==> src/verilog/tl_macros.svh <==
// **************************************************
// Widths fixed for single-beat 64-bit TL-UL traffic
// Source width after arbitration is host width + 1
// **************************************************
`ifndef TL_MACROS_SVH
`define TL_MACROS_SVH

// Byte address and data bus
`define TL_ADDR_W 32
`define TL_DATA_W 64
`define TL_MASK_W 8

// Source ids at a host port and on the shared bus
`define TL_HOST_SRC_W 3
`define TL_SRC_W 4

// IO window, bits set in the mask are don't care
`define IO_BASE 32'h8001_0000
`define IO_MASK 32'h0000_003f

// Word address at the BRAM port
`define BRAM_ADDR_W 29

`endif

==> src/verilog/tl_pkg.sv <==
// **************************************************
// A and D channel payloads for TL-UL, no B/C/E
// **************************************************
`include "tl_macros.svh"

package tl_pkg;

  // A channel opcodes, TL-UL encoding
  typedef enum logic [2:0] {
    PutFullData    = 3'h0,
    PutPartialData = 3'h1,
    Get            = 3'h4
  } tl_a_op_e;

  // D channel opcodes
  typedef enum logic [2:0] {
    AccessAck     = 3'h0,
    AccessAckData = 3'h1
  } tl_d_op_e;

  // Host ports leave the top source bit at zero
  typedef struct packed {
    tl_a_op_e                 opcode;
    logic [`TL_ADDR_W-1:0]    address;
    logic [`TL_MASK_W-1:0]    mask;
    logic [`TL_DATA_W-1:0]    data;
    logic [`TL_SRC_W-1:0]     source;
  } tl_a_t;

  typedef struct packed {
    tl_d_op_e                 opcode;
    logic [`TL_DATA_W-1:0]    data;
    logic [`TL_SRC_W-1:0]     source;
  } tl_d_t;

endpackage

==> src/verilog/mem_subsystem.sv <==
// **************************************************
// Two TL-UL hosts onto a memory and an IO BRAM port
// Idle path answers two cycles after the A transfer
// **************************************************
`timescale 1ns/1ps
`include "tl_macros.svh"

module mem_subsystem import tl_pkg::*; (
  input  logic                      clk_i,
  input  logic                      rst_n_i,

  input  logic [1:0]                host_a_valid_i,
  input  tl_a_t [1:0]               host_a_i,
  output logic [1:0]                host_a_ready_o,
  output logic [1:0]                host_d_valid_o,
  output tl_d_t [1:0]               host_d_o,
  input  logic [1:0]                host_d_ready_i,

  output logic                      mem_en_o,
  output logic                      mem_we_o,
  output logic [`BRAM_ADDR_W-1:0]   mem_addr_o,
  output logic [`TL_MASK_W-1:0]     mem_wmask_o,
  output logic [`TL_DATA_W-1:0]     mem_wdata_o,
  input  logic [`TL_DATA_W-1:0]     mem_rdata_i,

  output logic                      io_en_o,
  output logic                      io_we_o,
  output logic [`BRAM_ADDR_W-1:0]   io_addr_o,
  output logic [`TL_MASK_W-1:0]     io_wmask_o,
  output logic [`TL_DATA_W-1:0]     io_wdata_o,
  input  logic [`TL_DATA_W-1:0]     io_rdata_i
);

  // Shared bus between arbiter and socket
  logic  bus_a_valid;
  tl_a_t bus_a;
  logic  bus_a_ready;
  logic  bus_d_valid;
  tl_d_t bus_d;
  logic  bus_d_ready;

  logic  mem_a_valid;
  tl_a_t mem_a;
  logic  mem_a_ready;
  logic  mem_d_valid;
  tl_d_t mem_d;
  logic  mem_d_ready;

  logic  io_a_valid;
  tl_a_t io_a;
  logic  io_a_ready;
  logic  io_d_valid;
  tl_d_t io_d;
  logic  io_d_ready;

  tl_arbiter_n1 u_arb (
    .clk_i          (clk_i),
    .rst_n_i        (rst_n_i),
    .host_a_valid_i (host_a_valid_i),
    .host_a_i       (host_a_i),
    .host_a_ready_o (host_a_ready_o),
    .host_d_valid_o (host_d_valid_o),
    .host_d_o       (host_d_o),
    .host_d_ready_i (host_d_ready_i),
    .dev_a_valid_o  (bus_a_valid),
    .dev_a_o        (bus_a),
    .dev_a_ready_i  (bus_a_ready),
    .dev_d_valid_i  (bus_d_valid),
    .dev_d_i        (bus_d),
    .dev_d_ready_o  (bus_d_ready)
  );

  tl_socket_1n u_socket (
    .clk_i          (clk_i),
    .rst_n_i        (rst_n_i),
    .host_a_valid_i (bus_a_valid),
    .host_a_i       (bus_a),
    .host_a_ready_o (bus_a_ready),
    .host_d_valid_o (bus_d_valid),
    .host_d_o       (bus_d),
    .host_d_ready_i (bus_d_ready),
    .mem_a_valid_o  (mem_a_valid),
    .mem_a_o        (mem_a),
    .mem_a_ready_i  (mem_a_ready),
    .mem_d_valid_i  (mem_d_valid),
    .mem_d_i        (mem_d),
    .mem_d_ready_o  (mem_d_ready),
    .io_a_valid_o   (io_a_valid),
    .io_a_o         (io_a),
    .io_a_ready_i   (io_a_ready),
    .io_d_valid_i   (io_d_valid),
    .io_d_i         (io_d),
    .io_d_ready_o   (io_d_ready)
  );

  tl_adapter_bram u_mem_bram (
    .clk_i        (clk_i),
    .rst_n_i      (rst_n_i),
    .a_valid_i    (mem_a_valid),
    .a_i          (mem_a),
    .a_ready_o    (mem_a_ready),
    .d_valid_o    (mem_d_valid),
    .d_o          (mem_d),
    .d_ready_i    (mem_d_ready),
    .bram_en_o    (mem_en_o),
    .bram_we_o    (mem_we_o),
    .bram_addr_o  (mem_addr_o),
    .bram_wmask_o (mem_wmask_o),
    .bram_wdata_o (mem_wdata_o),
    .bram_rdata_i (mem_rdata_i)
  );

  tl_adapter_bram u_io_bram (
    .clk_i        (clk_i),
    .rst_n_i      (rst_n_i),
    .a_valid_i    (io_a_valid),
    .a_i          (io_a),
    .a_ready_o    (io_a_ready),
    .d_valid_o    (io_d_valid),
    .d_o          (io_d),
    .d_ready_i    (io_d_ready),
    .bram_en_o    (io_en_o),
    .bram_we_o    (io_we_o),
    .bram_addr_o  (io_addr_o),
    .bram_wmask_o (io_wmask_o),
    .bram_wdata_o (io_wdata_o),
    .bram_rdata_i (io_rdata_i)
  );

endmodule

==> src/verilog/tl_adapter_bram.sv <==
// **************************************************
// BRAM read data must arrive one cycle after en
// At most two responses outstanding
// **************************************************
`timescale 1ns/1ps
`include "tl_macros.svh"

module tl_adapter_bram import tl_pkg::*; (
  input  logic                      clk_i,
  input  logic                      rst_n_i,

  input  logic                      a_valid_i,
  input  tl_a_t                     a_i,
  output logic                      a_ready_o,
  output logic                      d_valid_o,
  output tl_d_t                     d_o,
  input  logic                      d_ready_i,

  output logic                      bram_en_o,
  output logic                      bram_we_o,
  output logic [`BRAM_ADDR_W-1:0]   bram_addr_o,
  output logic [`TL_MASK_W-1:0]     bram_wmask_o,
  output logic [`TL_DATA_W-1:0]     bram_wdata_o,
  input  logic [`TL_DATA_W-1:0]     bram_rdata_i
);

  localparam int FIFO_DEPTH = 2;

  logic                       pending_q;
  tl_d_op_e                   d_op_q;
  logic [`TL_SRC_W-1:0]       src_q;
  logic [1:0]                 fifo_count;
  logic [2:0]                 used_slots;
  tl_d_t                      d_new;

  // Count the access in flight as taken
  assign used_slots = {1'b0, fifo_count} + {2'b0, pending_q};
  assign a_ready_o  = (used_slots < 3'(FIFO_DEPTH));

  assign bram_en_o    = a_valid_i & a_ready_o;
  assign bram_we_o    = bram_en_o & (a_i.opcode != Get);
  assign bram_addr_o  = a_i.address[`TL_ADDR_W-1 -: `BRAM_ADDR_W];
  assign bram_wdata_o = a_i.data;
  assign bram_wmask_o = (a_i.opcode == PutFullData)    ? '1 :
                        (a_i.opcode == PutPartialData) ? a_i.mask : '0;

  always_ff @(posedge clk_i or negedge rst_n_i)
  begin
    if (!rst_n_i)
    begin
      pending_q <= 1'b0;
    end
    else
    begin
      pending_q <= bram_en_o;
    end
  end

  always_ff @(posedge clk_i)
  begin
    if (bram_en_o)
    begin
      d_op_q <= (a_i.opcode == Get) ? AccessAckData : AccessAck;
      src_q  <= a_i.source;
    end
  end

  assign d_new.opcode = d_op_q;
  assign d_new.data   = (d_op_q == AccessAckData) ? bram_rdata_i : '0;
  assign d_new.source = src_q;

  tl_fifo #(
    .payload_t (tl_d_t),
    .DEPTH     (FIFO_DEPTH)
  ) u_d_fifo (
    .clk_i       (clk_i),
    .rst_n_i     (rst_n_i),
    .in_valid_i  (pending_q),
    .in_ready_o  (),
    .in_i        (d_new),
    .out_valid_o (d_valid_o),
    .out_ready_i (d_ready_i),
    .out_o       (d_o),
    .count_o     (fifo_count)
  );

endmodule

==> src/verilog/tl_arbiter_n1.sv <==
// **************************************************
// Two hosts onto one link, combinational on A and D
// Host source ids must keep their top bit at zero
// **************************************************
`timescale 1ns/1ps
`include "tl_macros.svh"

module tl_arbiter_n1 import tl_pkg::*; (
  input  logic          clk_i,
  input  logic          rst_n_i,

  input  logic [1:0]    host_a_valid_i,
  input  tl_a_t [1:0]   host_a_i,
  output logic [1:0]    host_a_ready_o,
  output logic [1:0]    host_d_valid_o,
  output tl_d_t [1:0]   host_d_o,
  input  logic [1:0]    host_d_ready_i,

  output logic          dev_a_valid_o,
  output tl_a_t         dev_a_o,
  input  logic          dev_a_ready_i,
  input  logic          dev_d_valid_i,
  input  tl_d_t         dev_d_i,
  output logic          dev_d_ready_o
);

  logic  lock_q;
  logic  lock_idx_q;
  logic  prio_q;
  logic  sel;
  logic  d_dst;
  tl_d_t d_stripped;

  // A stalled grant holds until it transfers
  always_comb
  begin
    if (lock_q)
    begin
      sel = lock_idx_q;
    end
    else if (&host_a_valid_i)
    begin
      sel = prio_q;
    end
    else
    begin
      sel = host_a_valid_i[1];
    end
  end

  always_comb
  begin
    dev_a_valid_o       = host_a_valid_i[sel];
    dev_a_o             = host_a_i[sel];
    dev_a_o.source      = {sel, host_a_i[sel].source[`TL_HOST_SRC_W-1:0]};
    host_a_ready_o      = '0;
    host_a_ready_o[sel] = dev_a_ready_i;
  end

  always_ff @(posedge clk_i or negedge rst_n_i)
  begin
    if (!rst_n_i)
    begin
      lock_q     <= 1'b0;
      lock_idx_q <= 1'b0;
      prio_q     <= 1'b0;
    end
    else if (dev_a_valid_o)
    begin
      if (dev_a_ready_i)
      begin
        lock_q <= 1'b0;
        // Other host wins the next tie
        prio_q <= ~sel;
      end
      else
      begin
        lock_q     <= 1'b1;
        lock_idx_q <= sel;
      end
    end
  end

  // Responses go back by the host bit, which is then cleared
  assign d_dst = dev_d_i.source[`TL_SRC_W-1];

  always_comb
  begin
    d_stripped                       = dev_d_i;
    d_stripped.source[`TL_SRC_W-1]   = 1'b0;
  end

  assign host_d_valid_o[0] = dev_d_valid_i & ~d_dst;
  assign host_d_valid_o[1] = dev_d_valid_i & d_dst;
  assign host_d_o[0]       = d_stripped;
  assign host_d_o[1]       = d_stripped;
  assign dev_d_ready_o     = host_d_ready_i[d_dst];

endmodule

==> src/verilog/tl_fifo.sv <==
// **************************************************
// Registered FIFO, output valid one edge after push
// DEPTH of at least 2
// **************************************************
`timescale 1ns/1ps

module tl_fifo #(
  parameter type payload_t = logic,
  parameter int  DEPTH     = 2
) (
  input  logic                         clk_i,
  input  logic                         rst_n_i,
  input  logic                         in_valid_i,
  output logic                         in_ready_o,
  input  payload_t                     in_i,
  output logic                         out_valid_o,
  input  logic                         out_ready_i,
  output payload_t                     out_o,
  output logic [$clog2(DEPTH+1)-1:0]   count_o
);

  localparam int PTR_W = $clog2(DEPTH);
  localparam int CNT_W = $clog2(DEPTH+1);

  payload_t         mem_q [DEPTH];
  logic [PTR_W-1:0] wr_ptr_q;
  logic [PTR_W-1:0] rd_ptr_q;
  logic [CNT_W-1:0] count_q;
  logic             push;
  logic             pop;

  assign in_ready_o  = (count_q != CNT_W'(DEPTH));
  assign out_valid_o = (count_q != '0);
  assign out_o       = mem_q[rd_ptr_q];
  assign count_o     = count_q;

  assign push = in_valid_i & in_ready_o;
  assign pop  = out_valid_o & out_ready_i;

  always_ff @(posedge clk_i)
  begin
    if (push)
    begin
      mem_q[wr_ptr_q] <= in_i;
    end
  end

  always_ff @(posedge clk_i or negedge rst_n_i)
  begin
    if (!rst_n_i)
    begin
      wr_ptr_q <= '0;
      rd_ptr_q <= '0;
      count_q  <= '0;
    end
    else
    begin
      if (push)
      begin
        wr_ptr_q <= (wr_ptr_q == PTR_W'(DEPTH-1)) ? '0 : wr_ptr_q + 1'b1;
      end
      if (pop)
      begin
        rd_ptr_q <= (rd_ptr_q == PTR_W'(DEPTH-1)) ? '0 : rd_ptr_q + 1'b1;
      end
      if (push && !pop)
      begin
        count_q <= count_q + 1'b1;
      end
      else if (pop && !push)
      begin
        count_q <= count_q - 1'b1;
      end
    end
  end

endmodule

==> src/verilog/tl_socket_1n.sv <==
// **************************************************
// One IO window, everything else goes to memory
// D merge is round robin, no added latency
// **************************************************
`timescale 1ns/1ps
`include "tl_macros.svh"

module tl_socket_1n import tl_pkg::*; (
  input  logic    clk_i,
  input  logic    rst_n_i,

  input  logic    host_a_valid_i,
  input  tl_a_t   host_a_i,
  output logic    host_a_ready_o,
  output logic    host_d_valid_o,
  output tl_d_t   host_d_o,
  input  logic    host_d_ready_i,

  output logic    mem_a_valid_o,
  output tl_a_t   mem_a_o,
  input  logic    mem_a_ready_i,
  input  logic    mem_d_valid_i,
  input  tl_d_t   mem_d_i,
  output logic    mem_d_ready_o,

  output logic    io_a_valid_o,
  output tl_a_t   io_a_o,
  input  logic    io_a_ready_i,
  input  logic    io_d_valid_i,
  input  tl_d_t   io_d_i,
  output logic    io_d_ready_o
);

  logic       is_io;
  logic [1:0] d_valid;
  logic       d_sel;
  logic       lock_q;
  logic       lock_sel_q;
  logic       prio_q;

  // Compare only the bits outside the window mask
  assign is_io = (((host_a_i.address ^ `IO_BASE) & ~`IO_MASK) == '0);

  assign mem_a_valid_o  = host_a_valid_i & ~is_io;
  assign io_a_valid_o   = host_a_valid_i & is_io;
  assign mem_a_o        = host_a_i;
  assign io_a_o         = host_a_i;
  assign host_a_ready_o = is_io ? io_a_ready_i : mem_a_ready_i;

  // Index 0 is memory, 1 is IO
  assign d_valid = {io_d_valid_i, mem_d_valid_i};

  always_comb
  begin
    if (lock_q)
    begin
      d_sel = lock_sel_q;
    end
    else if (&d_valid)
    begin
      d_sel = prio_q;
    end
    else
    begin
      d_sel = io_d_valid_i;
    end
  end

  assign host_d_valid_o = d_valid[d_sel];
  assign host_d_o       = d_sel ? io_d_i : mem_d_i;
  assign mem_d_ready_o  = host_d_ready_i & ~d_sel;
  assign io_d_ready_o   = host_d_ready_i & d_sel;

  always_ff @(posedge clk_i or negedge rst_n_i)
  begin
    if (!rst_n_i)
    begin
      lock_q     <= 1'b0;
      lock_sel_q <= 1'b0;
      prio_q     <= 1'b0;
    end
    else if (host_d_valid_o)
    begin
      if (host_d_ready_i)
      begin
        lock_q <= 1'b0;
        prio_q <= ~d_sel;
      end
      else
      begin
        lock_q     <= 1'b1;
        lock_sel_q <= d_sel;
      end
    end
  end

endmodule
==> config.mk <==
export PLATFORM = sky130hd
export DESIGN_NAME = mem_subsystem
export DESIGN_NICKNAME = d
export VERILOG_FILES = /design/src/verilog/tl_pkg.sv /design/src/verilog/mem_subsystem.sv /design/src/verilog/tl_adapter_bram.sv /design/src/verilog/tl_arbiter_n1.sv /design/src/verilog/tl_fifo.sv /design/src/verilog/tl_socket_1n.sv
export VERILOG_INCLUDE_DIRS = /design/src /design/src/verilog
export SDC_FILE = /design/constraint.sdc
export NUM_CORES = 1
export LEC_CHECK = 0
export BUFFER_PORTS_ARGS = -buffer_cell sky130_fd_sc_hd__buf_2
export CORE_AREA = 5 5 272 274
export CTS_BUF_LIST = sky130_fd_sc_hd__clkbuf_8
export CTS_CLUSTER_SIZE = 24
export DETAILED_ROUTE_END_ITERATION = 8
export DIE_AREA = 0 0 277 279
export PLACE_DENSITY = 0.62
export SLEW_MARGIN = 25
export SYNTH_ARGS = -nofsm -noshare
export SYNTH_HDL_FRONTEND = slang
export SYNTH_HIERARCHICAL = 1
export SYNTH_SLANG_ARGS = --single-unit
==> constraint.sdc <==
create_clock -name clk_i -period 12.8 [get_ports clk_i]
set_input_delay 1.28 -clock clk_i [delete_from_list [all_inputs] [get_ports clk_i]]
set_output_delay 1.28 -clock clk_i [all_outputs]
set_load 0.03 [all_outputs]
# == Word-level counts from Yosys, hierarchy flattened ==
# Memory sizes are Yosys's and may differ from the RTL's.
# Cells that the tools add are included.
# op_classes
n_addsub,10
mux,35
magnitude_cmp,6
reduce_logical,21
bitwise_logic,22
n_eq_ne,7
# ops
op,count
2-to-1 mux 111 bit,2
2-to-1 mux 64 bit,2
2-to-1 mux 71 bit,1
logical NOT 32 bit,1
2-to-1 mux 1 bit,23
2-to-1 mux 8 bit,2
AND 1 bit,14
AND reduction 2 bit,6
equality test 3 x 1 -> 1 bit (second input constant),3
2-to-1 mux 2 bit,4
nonzero test 2 bit,4
adder 2 x 1 -> 3 bit,2
less-than comparator 1 x 2 -> 1 bit (second input constant),3
less-than comparator 3 x 2 -> 1 bit (second input constant),2
NOT 1 bit,6
logical AND 1 bit,5
adder 1 bit (second input constant),4
adder 2 x 1 -> 2 bit (second input constant),2
logical NOT 1 bit,4
inequality test 2 bit (second input constant),2
subtractor 2 x 1 -> 2 bit (second input constant),2
equality test 3 bit (second input constant),1
logical NOT 3 bit,1
inequality test 3 bit (second input constant),1
other kinds (4),4
# totals
inputBits,356
out_inout_bits,352
ramBits,284
reg_bits,30
mem_count,2
# memory_table
memory,words,word_bits,rd,rd_clocked_by_memory_dff,write_ports,line,rtl
u_io_bram.u_d_fifo.mem_q,2,71,1,0,1,tl_fifo.sv:25,payload_t mem_q [DEPTH];
u_mem_bram.u_d_fifo.mem_q,2,71,1,0,1,tl_fifo.sv:25,

# == Depth between registers and ports, before layout ==
# Gate-level depths: netlist of run 1.
# depth
word_depth,12
depth_mapped,13
mapped_depth_nobuf,12

# == By module ==
# Netlist of run 1, hierarchy kept.
# modules_own_cells
mod,cells_each,seq_area_each_um2,n_inst,area_per_inst_um2
tl_fifo,239,4364.2,2,5667.9
tl_socket_1n,339,75.1,1,3094.2
tl_arbiter_n1,294,75.1,1,2907.8
tl_adapter_bram,194,175.2,2,1442.6

# == Least setup slack after synthesis of run 1 ==
# OpenSTA, ideal clock, no wires.
# synth_path
path_type,input -> output
start,in host_a_valid_i[1]
end,out host_a_ready_o[0]
t_required_ns,11.520
path_stages,12
setup_slack_ns,8.006
arrival_ns,3.514
path_buffers,3
path_cell_list,nor2b_1 -> a22o_1 -> buf_6 -> buf_8 -> buf_6 -> mux2_4 -> nor4b_1 -> nand4_1 -> nor2_1 -> mux2_2 -> inv_1 -> nor2_1
# synth_lines
element,line,rtl
from (decl),mem_subsystem.sv:12,"input logic [1:0] host_a_valid_i,"
to (decl),mem_subsystem.sv:14,"output logic [1:0] host_a_ready_o,"

==> impl_results.md, run 1 <==
* Status: completed
* Cells after synthesis at 1490
* Int Power at 2620 uW
* Cell Pwr Density at roughly 230 nW/um^2
* Min-delay src: u_io_bram/src_q[1]
* Worst R2R End: u_arb/lock_idx_q
* Tightest Pin Transition at 1050 ps
* IO Count at ~710
* Skew-Pair Late Insertion Delay at ~600 ps
* Minimum hold slack at approximately 440 ps
* M1 GR Usage at 0.148
* Total Routed Length at 62300 um
* Clock skew at 20.9 ps
* GR Util met2 at 0.300
* Die height at about 280 um
* Core Region at 71100 um^2
* Largest net degree at the start of global routing at 67
* Peak Freq at ~150 MHz
* Via count at 10752
* Met3 GRT Util at 0.0292
* CTS tree: built
* Root Buffer: clkbuf_8
* Longest Clk Path Bufs at 3
* Sinks on the clock net at a little over 300
* Hold_buf cts at 0
* Filler cell count at between 7000 and 8000
* GRT overflow at 0
* I/O Buffers at about 700
* CTS H-Tree Depth at 2
* Crit path max fanout at 52
* Share of layout cells above drive strength 1 at 0.653
* GRT Overall Usage at 0.152
* Fin crit period at 6840 ps
* Worst r2r src: u_arb/lock_q
* Die area at between 70000 and 80000 um^2
* Layout Area Growth over Synthesis at 5.21%
* Max_slew headroom at 0.301
* Final Core Density at 0.298
* Sw frac at 0.467
* Antenna violations before repair at 6
* Gr busiest metal: met2
* Hold path depth at 0
* GP Congestion at roughly 0.98
* DRC viols at 0
* Data required time of the worst path at roughly 12000 ps
* Die X at about 280 um
* Commonest non-fill, non-tap cell in the layout: buf_2
* Leak at about 0.009 uW
* Commonest cells after routing, fill and taps aside: buf_2 (697), edfxtp_1 (294), mux2_4 (259)
* Critical path launch point type: input port
* Final HPWL DP at approximately 50000 um
* Vias in the first global route at about 12000
* Setup TNS at 0 ps
* Finish-stage setup viols at 0
* Final Hold Vio Count at 0
* Seq pwr share at 0.275
* FP Rows at 98
* DP Worst Slack at a little under 6000 ps
* HP Class: reg -> reg
* NetSw at 2290 uW
* Final slew viol count at 0
* Drt initial violations at 491
* Vias per cell at between 4 and 5
* Wire per inst at around 24 um
* CP Launch Point: host_a_valid_i[1]
* Post-CTS Resized at 0
* Max cap viols at 0
* Setup crit end kind: primary output
* First-pass GRT wire length at 85300 um
* RSZ-0062 raised after global routing: false
* Clk network pwr share at 0.164
* Final nets at 2018
* Critical path class: in -> out
* Inserted Clock Buffers at 52
* Worst vdd ir at around 170 uV
* YS warnings at 6
* Synthesized area per cell at 13.5 um^2
* Setup bufs post-CTS at 0
* First-pass DRT Iterations at 4
* Fin worst setup slack at just under 6000 ps
* Worst R2R Setup Slack at around 8000 ps
* Period utilisation layout at 0.535
* Combinational fraction of design power at 0.561
* Hold endpoint: u_io_bram/u_d_fifo/mem_q[1][1]
* Worst reg-to-reg path cell count at 12
* Arrival time at the worst endpoint at about 5600 ps
* Initial Util at 0.283
* Synthesized area at approximately 20000 um^2
* Antenna Nets Post-Route at 0
* Clock-pin slew on the worst setup and hold paths at around 50 ps
[cell type report]
type	count	area, um^2	area share
diodes	2	5.00	0.000236
repair buffers	709	3580	0.169
multi-input cells	566	6130	0.290
clock inverters	36	191	0.00904
well taps	950	1190	0.0561
clock buffers	56	771	0.0364
flip-flops and latches	310	9240	0.436
inverters	21	78.8	0.00372
[stage by stage]
| step | instance area, um^2 | std cells | total power [uW] |
|---|---|---|---|
| after floorplan | 20200 | 1497 | 4210 |
| after global placement | 20200 | 2556 | 4160 |
| after detailed placement | 20200 | 2556 | 4190 |
| after CTS | 21200 | 2648 | 5010 |
| after global routing | 21200 | 2649 | 5120 |
| final | 21200 | 2650 | 4910 |
[power by group through the flow]
stage / logic [uW] / clock network, uW / registers [uW]
floorplan: 2870 / 0 / 1340
global placement: 2790 / 0 / 1360
detailed placement: 2820 / 0 / 1370
CTS: 2820 / 842 / 1350
global route: 2870 / 888 / 1360
finish: 2750 / 805 / 1350
[flip-flops by register name, indices dropped and copies added, names as in the netlist, 2 cells and up]
| name | flops |
|---|---|
| u_io_bram/u_d_fifo/mem_q | 142 |
| u_mem_bram/src_q | 4 |
| u_mem_bram/u_d_fifo/count_o | 2 |
| u_mem_bram/u_d_fifo/mem_q | 142 |
| u_io_bram/src_q | 4 |
| u_io_bram/u_d_fifo/count_o | 2 |
[layer usage]
metal | vias to the layer above | part of all wire
li1 | 4911 | -
met1 | 5245 | 0.34
met2 | 511 | 0.55
met3 | 85 | 0.052
met4 | 0 | 0.058
met5 | - | 0
[worst max-delay path by stage]
stage / slack, ps / cells after the start / endpoint
after floorplan: 8010 / 12 / host_a_ready_o[0]
after global placement: 6040 / 11 / host_a_ready_o[1]
after CTS: 5910 / 12 / host_a_ready_o[1]
after detailed placement: 5920 / 12 / host_a_ready_o[1]
final: 5960 / 12 / host_a_ready_o[1]
after global routing: 5730 / 12 / host_a_ready_o[1]
[critical path, stage by stage]
cell,delay [ps]
buf_2,140
nor2b_1,190
a22o_4,590
buf_4,730
buf_4,440
mux2_4,380
nor4b_1,360
nand4_1,260
nor2_1,270
mux2_2,490
and2_1,180
buf_2,170
Note: power is estimated with default switching activity, not from simulation.
==> run 2, diff against run 1 <==
--- a/config.mk
+++ b/config.mk
@@ -7,11 +7,11 @@
 export NUM_CORES = 1
 export LEC_CHECK = 0
 export BUFFER_PORTS_ARGS = -buffer_cell sky130_fd_sc_hd__buf_2
-export CORE_AREA = 5 5 272 274
+export CORE_AREA = 5 5 269 271
 export CTS_BUF_LIST = sky130_fd_sc_hd__clkbuf_8
 export CTS_CLUSTER_SIZE = 24
 export DETAILED_ROUTE_END_ITERATION = 8
-export DIE_AREA = 0 0 277 279
+export DIE_AREA = 0 0 274 276
 export PLACE_DENSITY = 0.62
 export SLEW_MARGIN = 25
 export SYNTH_ARGS = -nofsm -noshare
==> constraint.sdc (replaced) <==
create_clock -name clk_i -period 6.45 [get_ports clk_i]
set_input_delay 0.645 -clock clk_i [delete_from_list [all_inputs] [get_ports clk_i]]
set_output_delay 0.645 -clock clk_i [all_outputs]
set_load 0.03 [all_outputs]
==> run 2 against run 1 <==
- hold slack got worse by 130 ps
- sequential share of layout area decreased by 0.30 points
- non-clock buffer count increased by 3
- global-route usage increased by 0.80 points
- cell area increased by 0.69%
- sequential power increased by 99%
- cell count increased by 0.19%
- power increased by 100%
- register-to-register slack got worse by 5500 ps
- critical path depth decreased by 1
==> impl_results.md, run 2 (synthesis gave the netlist of run 1 again) <==
* Post-CTS Resized at 0
* First-pass GRT wire length at slightly below 90000 um
* Setup crit end kind: primary output
* Die X at approximately 270 um
* First-pass DRT Iterations at 4
* Slowest cell delay on critical path at 530 ps
* Largest net degree at the start of global routing at 67
* CTS tree: built
* Vias in the first global route at approximately 12000
* NetSw at ~4600 uW
* Max cap viols at 0
* Minimum hold slack at ~310 ps
* Top flop regs: u_io_bram/u_d_fifo/mem_q: 142 flops, u_mem_bram/u_d_fifo/mem_q: 142 flops
* Inserted Clock Buffers at 54
* Final slew viol count at 0
* Combinational fraction of design power at 0.550
* Antenna Nets Post-Route at 0
* Clk network pwr share at 0.180
* Sinks on the clock net at 310
* Commonest cells after routing, fill and taps aside: buf_2 (697), edfxtp_1 (294), mux2_4 (259)
* Fin worst setup slack at 1480 ps
* FP Rows at slightly below 100
* Finished Layout Cells at 2655
* Filler cell count at roughly 7000
* Data required time of the worst path at roughly 5800 ps
* IO Count at roughly 710
* CTS H-Tree Depth at 2
* Core Region at roughly 70000 um^2
* I/O Buffers at 697
* Drt initial violations at slightly below 600
* Critical path class: reg -> out
* DP Worst Slack at approximately 1800 ps
* Final nets at between 2000 and 2500
* Largest delay share family, worst path: simple AND/OR/NAND/NOR gates
* DRC viols at 0
* Vias per cell at ~4
* Commonest non-fill, non-tap cell in the layout: buf_2
* Fin crit period at around 5000 ps
* Root Buffer: clkbuf_8
* Slowest stage cell on the critical path: a22o_4
* Final HPWL DP at 51300 um
* Antenna violations before repair at 14
* Tightest Pin Transition at slightly above 900 ps
* Setup bufs post-CTS at 0
* Max_slew headroom at 0.386
* Sw frac at 0.465
* GRT Overall Usage at 0.160
* Crit-path cells: nor2b_1, a22o_4, buf_4, mux2_2, nor4_1, nand3_1, nor2_1, mux2_2, inv_1, nor2_1, buf_2
* HP Class: in -> reg
* GRT overflow at 0
* Peak Freq at roughly 200 MHz
* Skew-Pair Late Insertion Delay at just over 600 ps
* Worst vdd ir at 385 uV
* Clock skew at around 35 ps
* GP Congestion at about 1
* Crit path buf inv count at 3
* Wire per inst at about 24 um
* Cell Pwr Density at ~470 nW/um^2
* Die height at ~280 um
* Via count at around 11000
* Total Routed Length at ~64000 um
* Leak at 0.00927 uW
* Critical path launch point type: flip-flop
* Finish-stage setup viols at 0
* Die area at around 76000 um^2
* Int Power at ~5300 uW
* Initial Util at 0.290
* Clock-pin slew on the worst setup and hold paths at about 60 ps
* Period utilisation layout at 0.771
* Placed insts at between 2000 and 3000
* Longest Clk Path Bufs at 3
* Share of layout cells above drive strength 1 at 0.655
* Final Hold Vio Count at 0
* Setup TNS at 0 ps
* Seq pwr share at 0.270
* Status: completed
* Crit path max fanout at 32
* Arrival time at the worst endpoint at 4330 ps
* Layout Area Growth over Synthesis at 5.94%
* RSZ-0062 raised after global routing: false
-- run 2: changes by cell type in the layout (fill, tap and decap cells not counted), sizes merged --
cell	change
clkinv	+13
bufinv	+3
buf	+2
clkbuf	-2
clkinvlp	-2
diode	+2
inv	-2
dlygate4sd3	+1
-- run 2: layout make-up --
cell class                      count  area (um^2)  share of cell area
Antenna cell                        4         10.0            0.000469
Clock buffer                       54          743              0.0348
Clock inverter                     48          348              0.0163
Inverter                           21         78.8             0.00370
Multi-Input combinational cell    566         6130               0.288
Sequential cell                   310         9240               0.433
Tap cell                          940         1180              0.0551
Timing Repair Buffer              712         3600               0.169
-- run 2: worst paths after layout --
check | start | end | slack, ps | cells past startpoint
hold / removal | host_a_valid_i[1] | u_arb/prio_q | 310 | 2
hold reg to reg | u_io_bram/src_q[1] | u_io_bram/u_d_fifo/mem_q[0][1] | 440 | 0
max in group asynchronous | rst_n_i | u_mem_bram/u_d_fifo/rd_ptr_q | 5410 | 2
setup reg to reg | u_arb/lock_q | u_arb/lock_idx_q | 2510 | 11
min in group asynchronous | rst_n_i | u_socket/prio_q | 660 | 2
setup / recovery | u_arb/lock_q | host_a_ready_o[0] | 1480 | 11
-- run 2: per-stage QoR --
step | instance area [um^2] | utilization | power (uW)
floorplan | 20200 | - | 8360
global placement | 20200 | 0.291 | 8250
detailed placement | 20200 | 0.291 | 8320
CTS | 21300 | 0.307 | 10100
global route | 21300 | 0.307 | 10400
finish | 21300 | 0.307 | 9940
-- run 2: power groups by stage --
stage / registers [uW] / clock network (uW) / logic, uW
3_3_place_gp: 2710 / 0 / 5540
3_5_place_dp: 2730 / 0 / 5580
6_report: 2690 / 1790 / 5460
2_1_floorplan: 2650 / 0 / 5700
4_1_cts: 2690 / 1860 / 5600
5_1_grt: 2710 / 1960 / 5680
-- run 2: per-layer routing --
metal | GRT usage | vias to the layer above | wire [um]
li1 | - | 4951 | -
met1 | 0.148 | 5255 | 19900
met2 | 0.320 | 504 | 35700
met3 | 0.0323 | 108 | 3800
met4 | 0.0852 | 20 | 3920
met5 | 0 | - | 115
-- run 2: repair_timing --
item,4_1_cts,5_1_grt
endpoints found under the hold margin,16,0
hold buffers,1,0
setup endpoints to repair,0,0
-- run 2: worst reg2reg max path: cells and delay by family (launching register included) --
kind	cells	cell delay, ps
buffers and inverters	1	510
AND/OR/NAND/NOR	6	1200
flip-flops	1	450
multiplexers	2	920
AO/OA/AOI/OAI	2	730
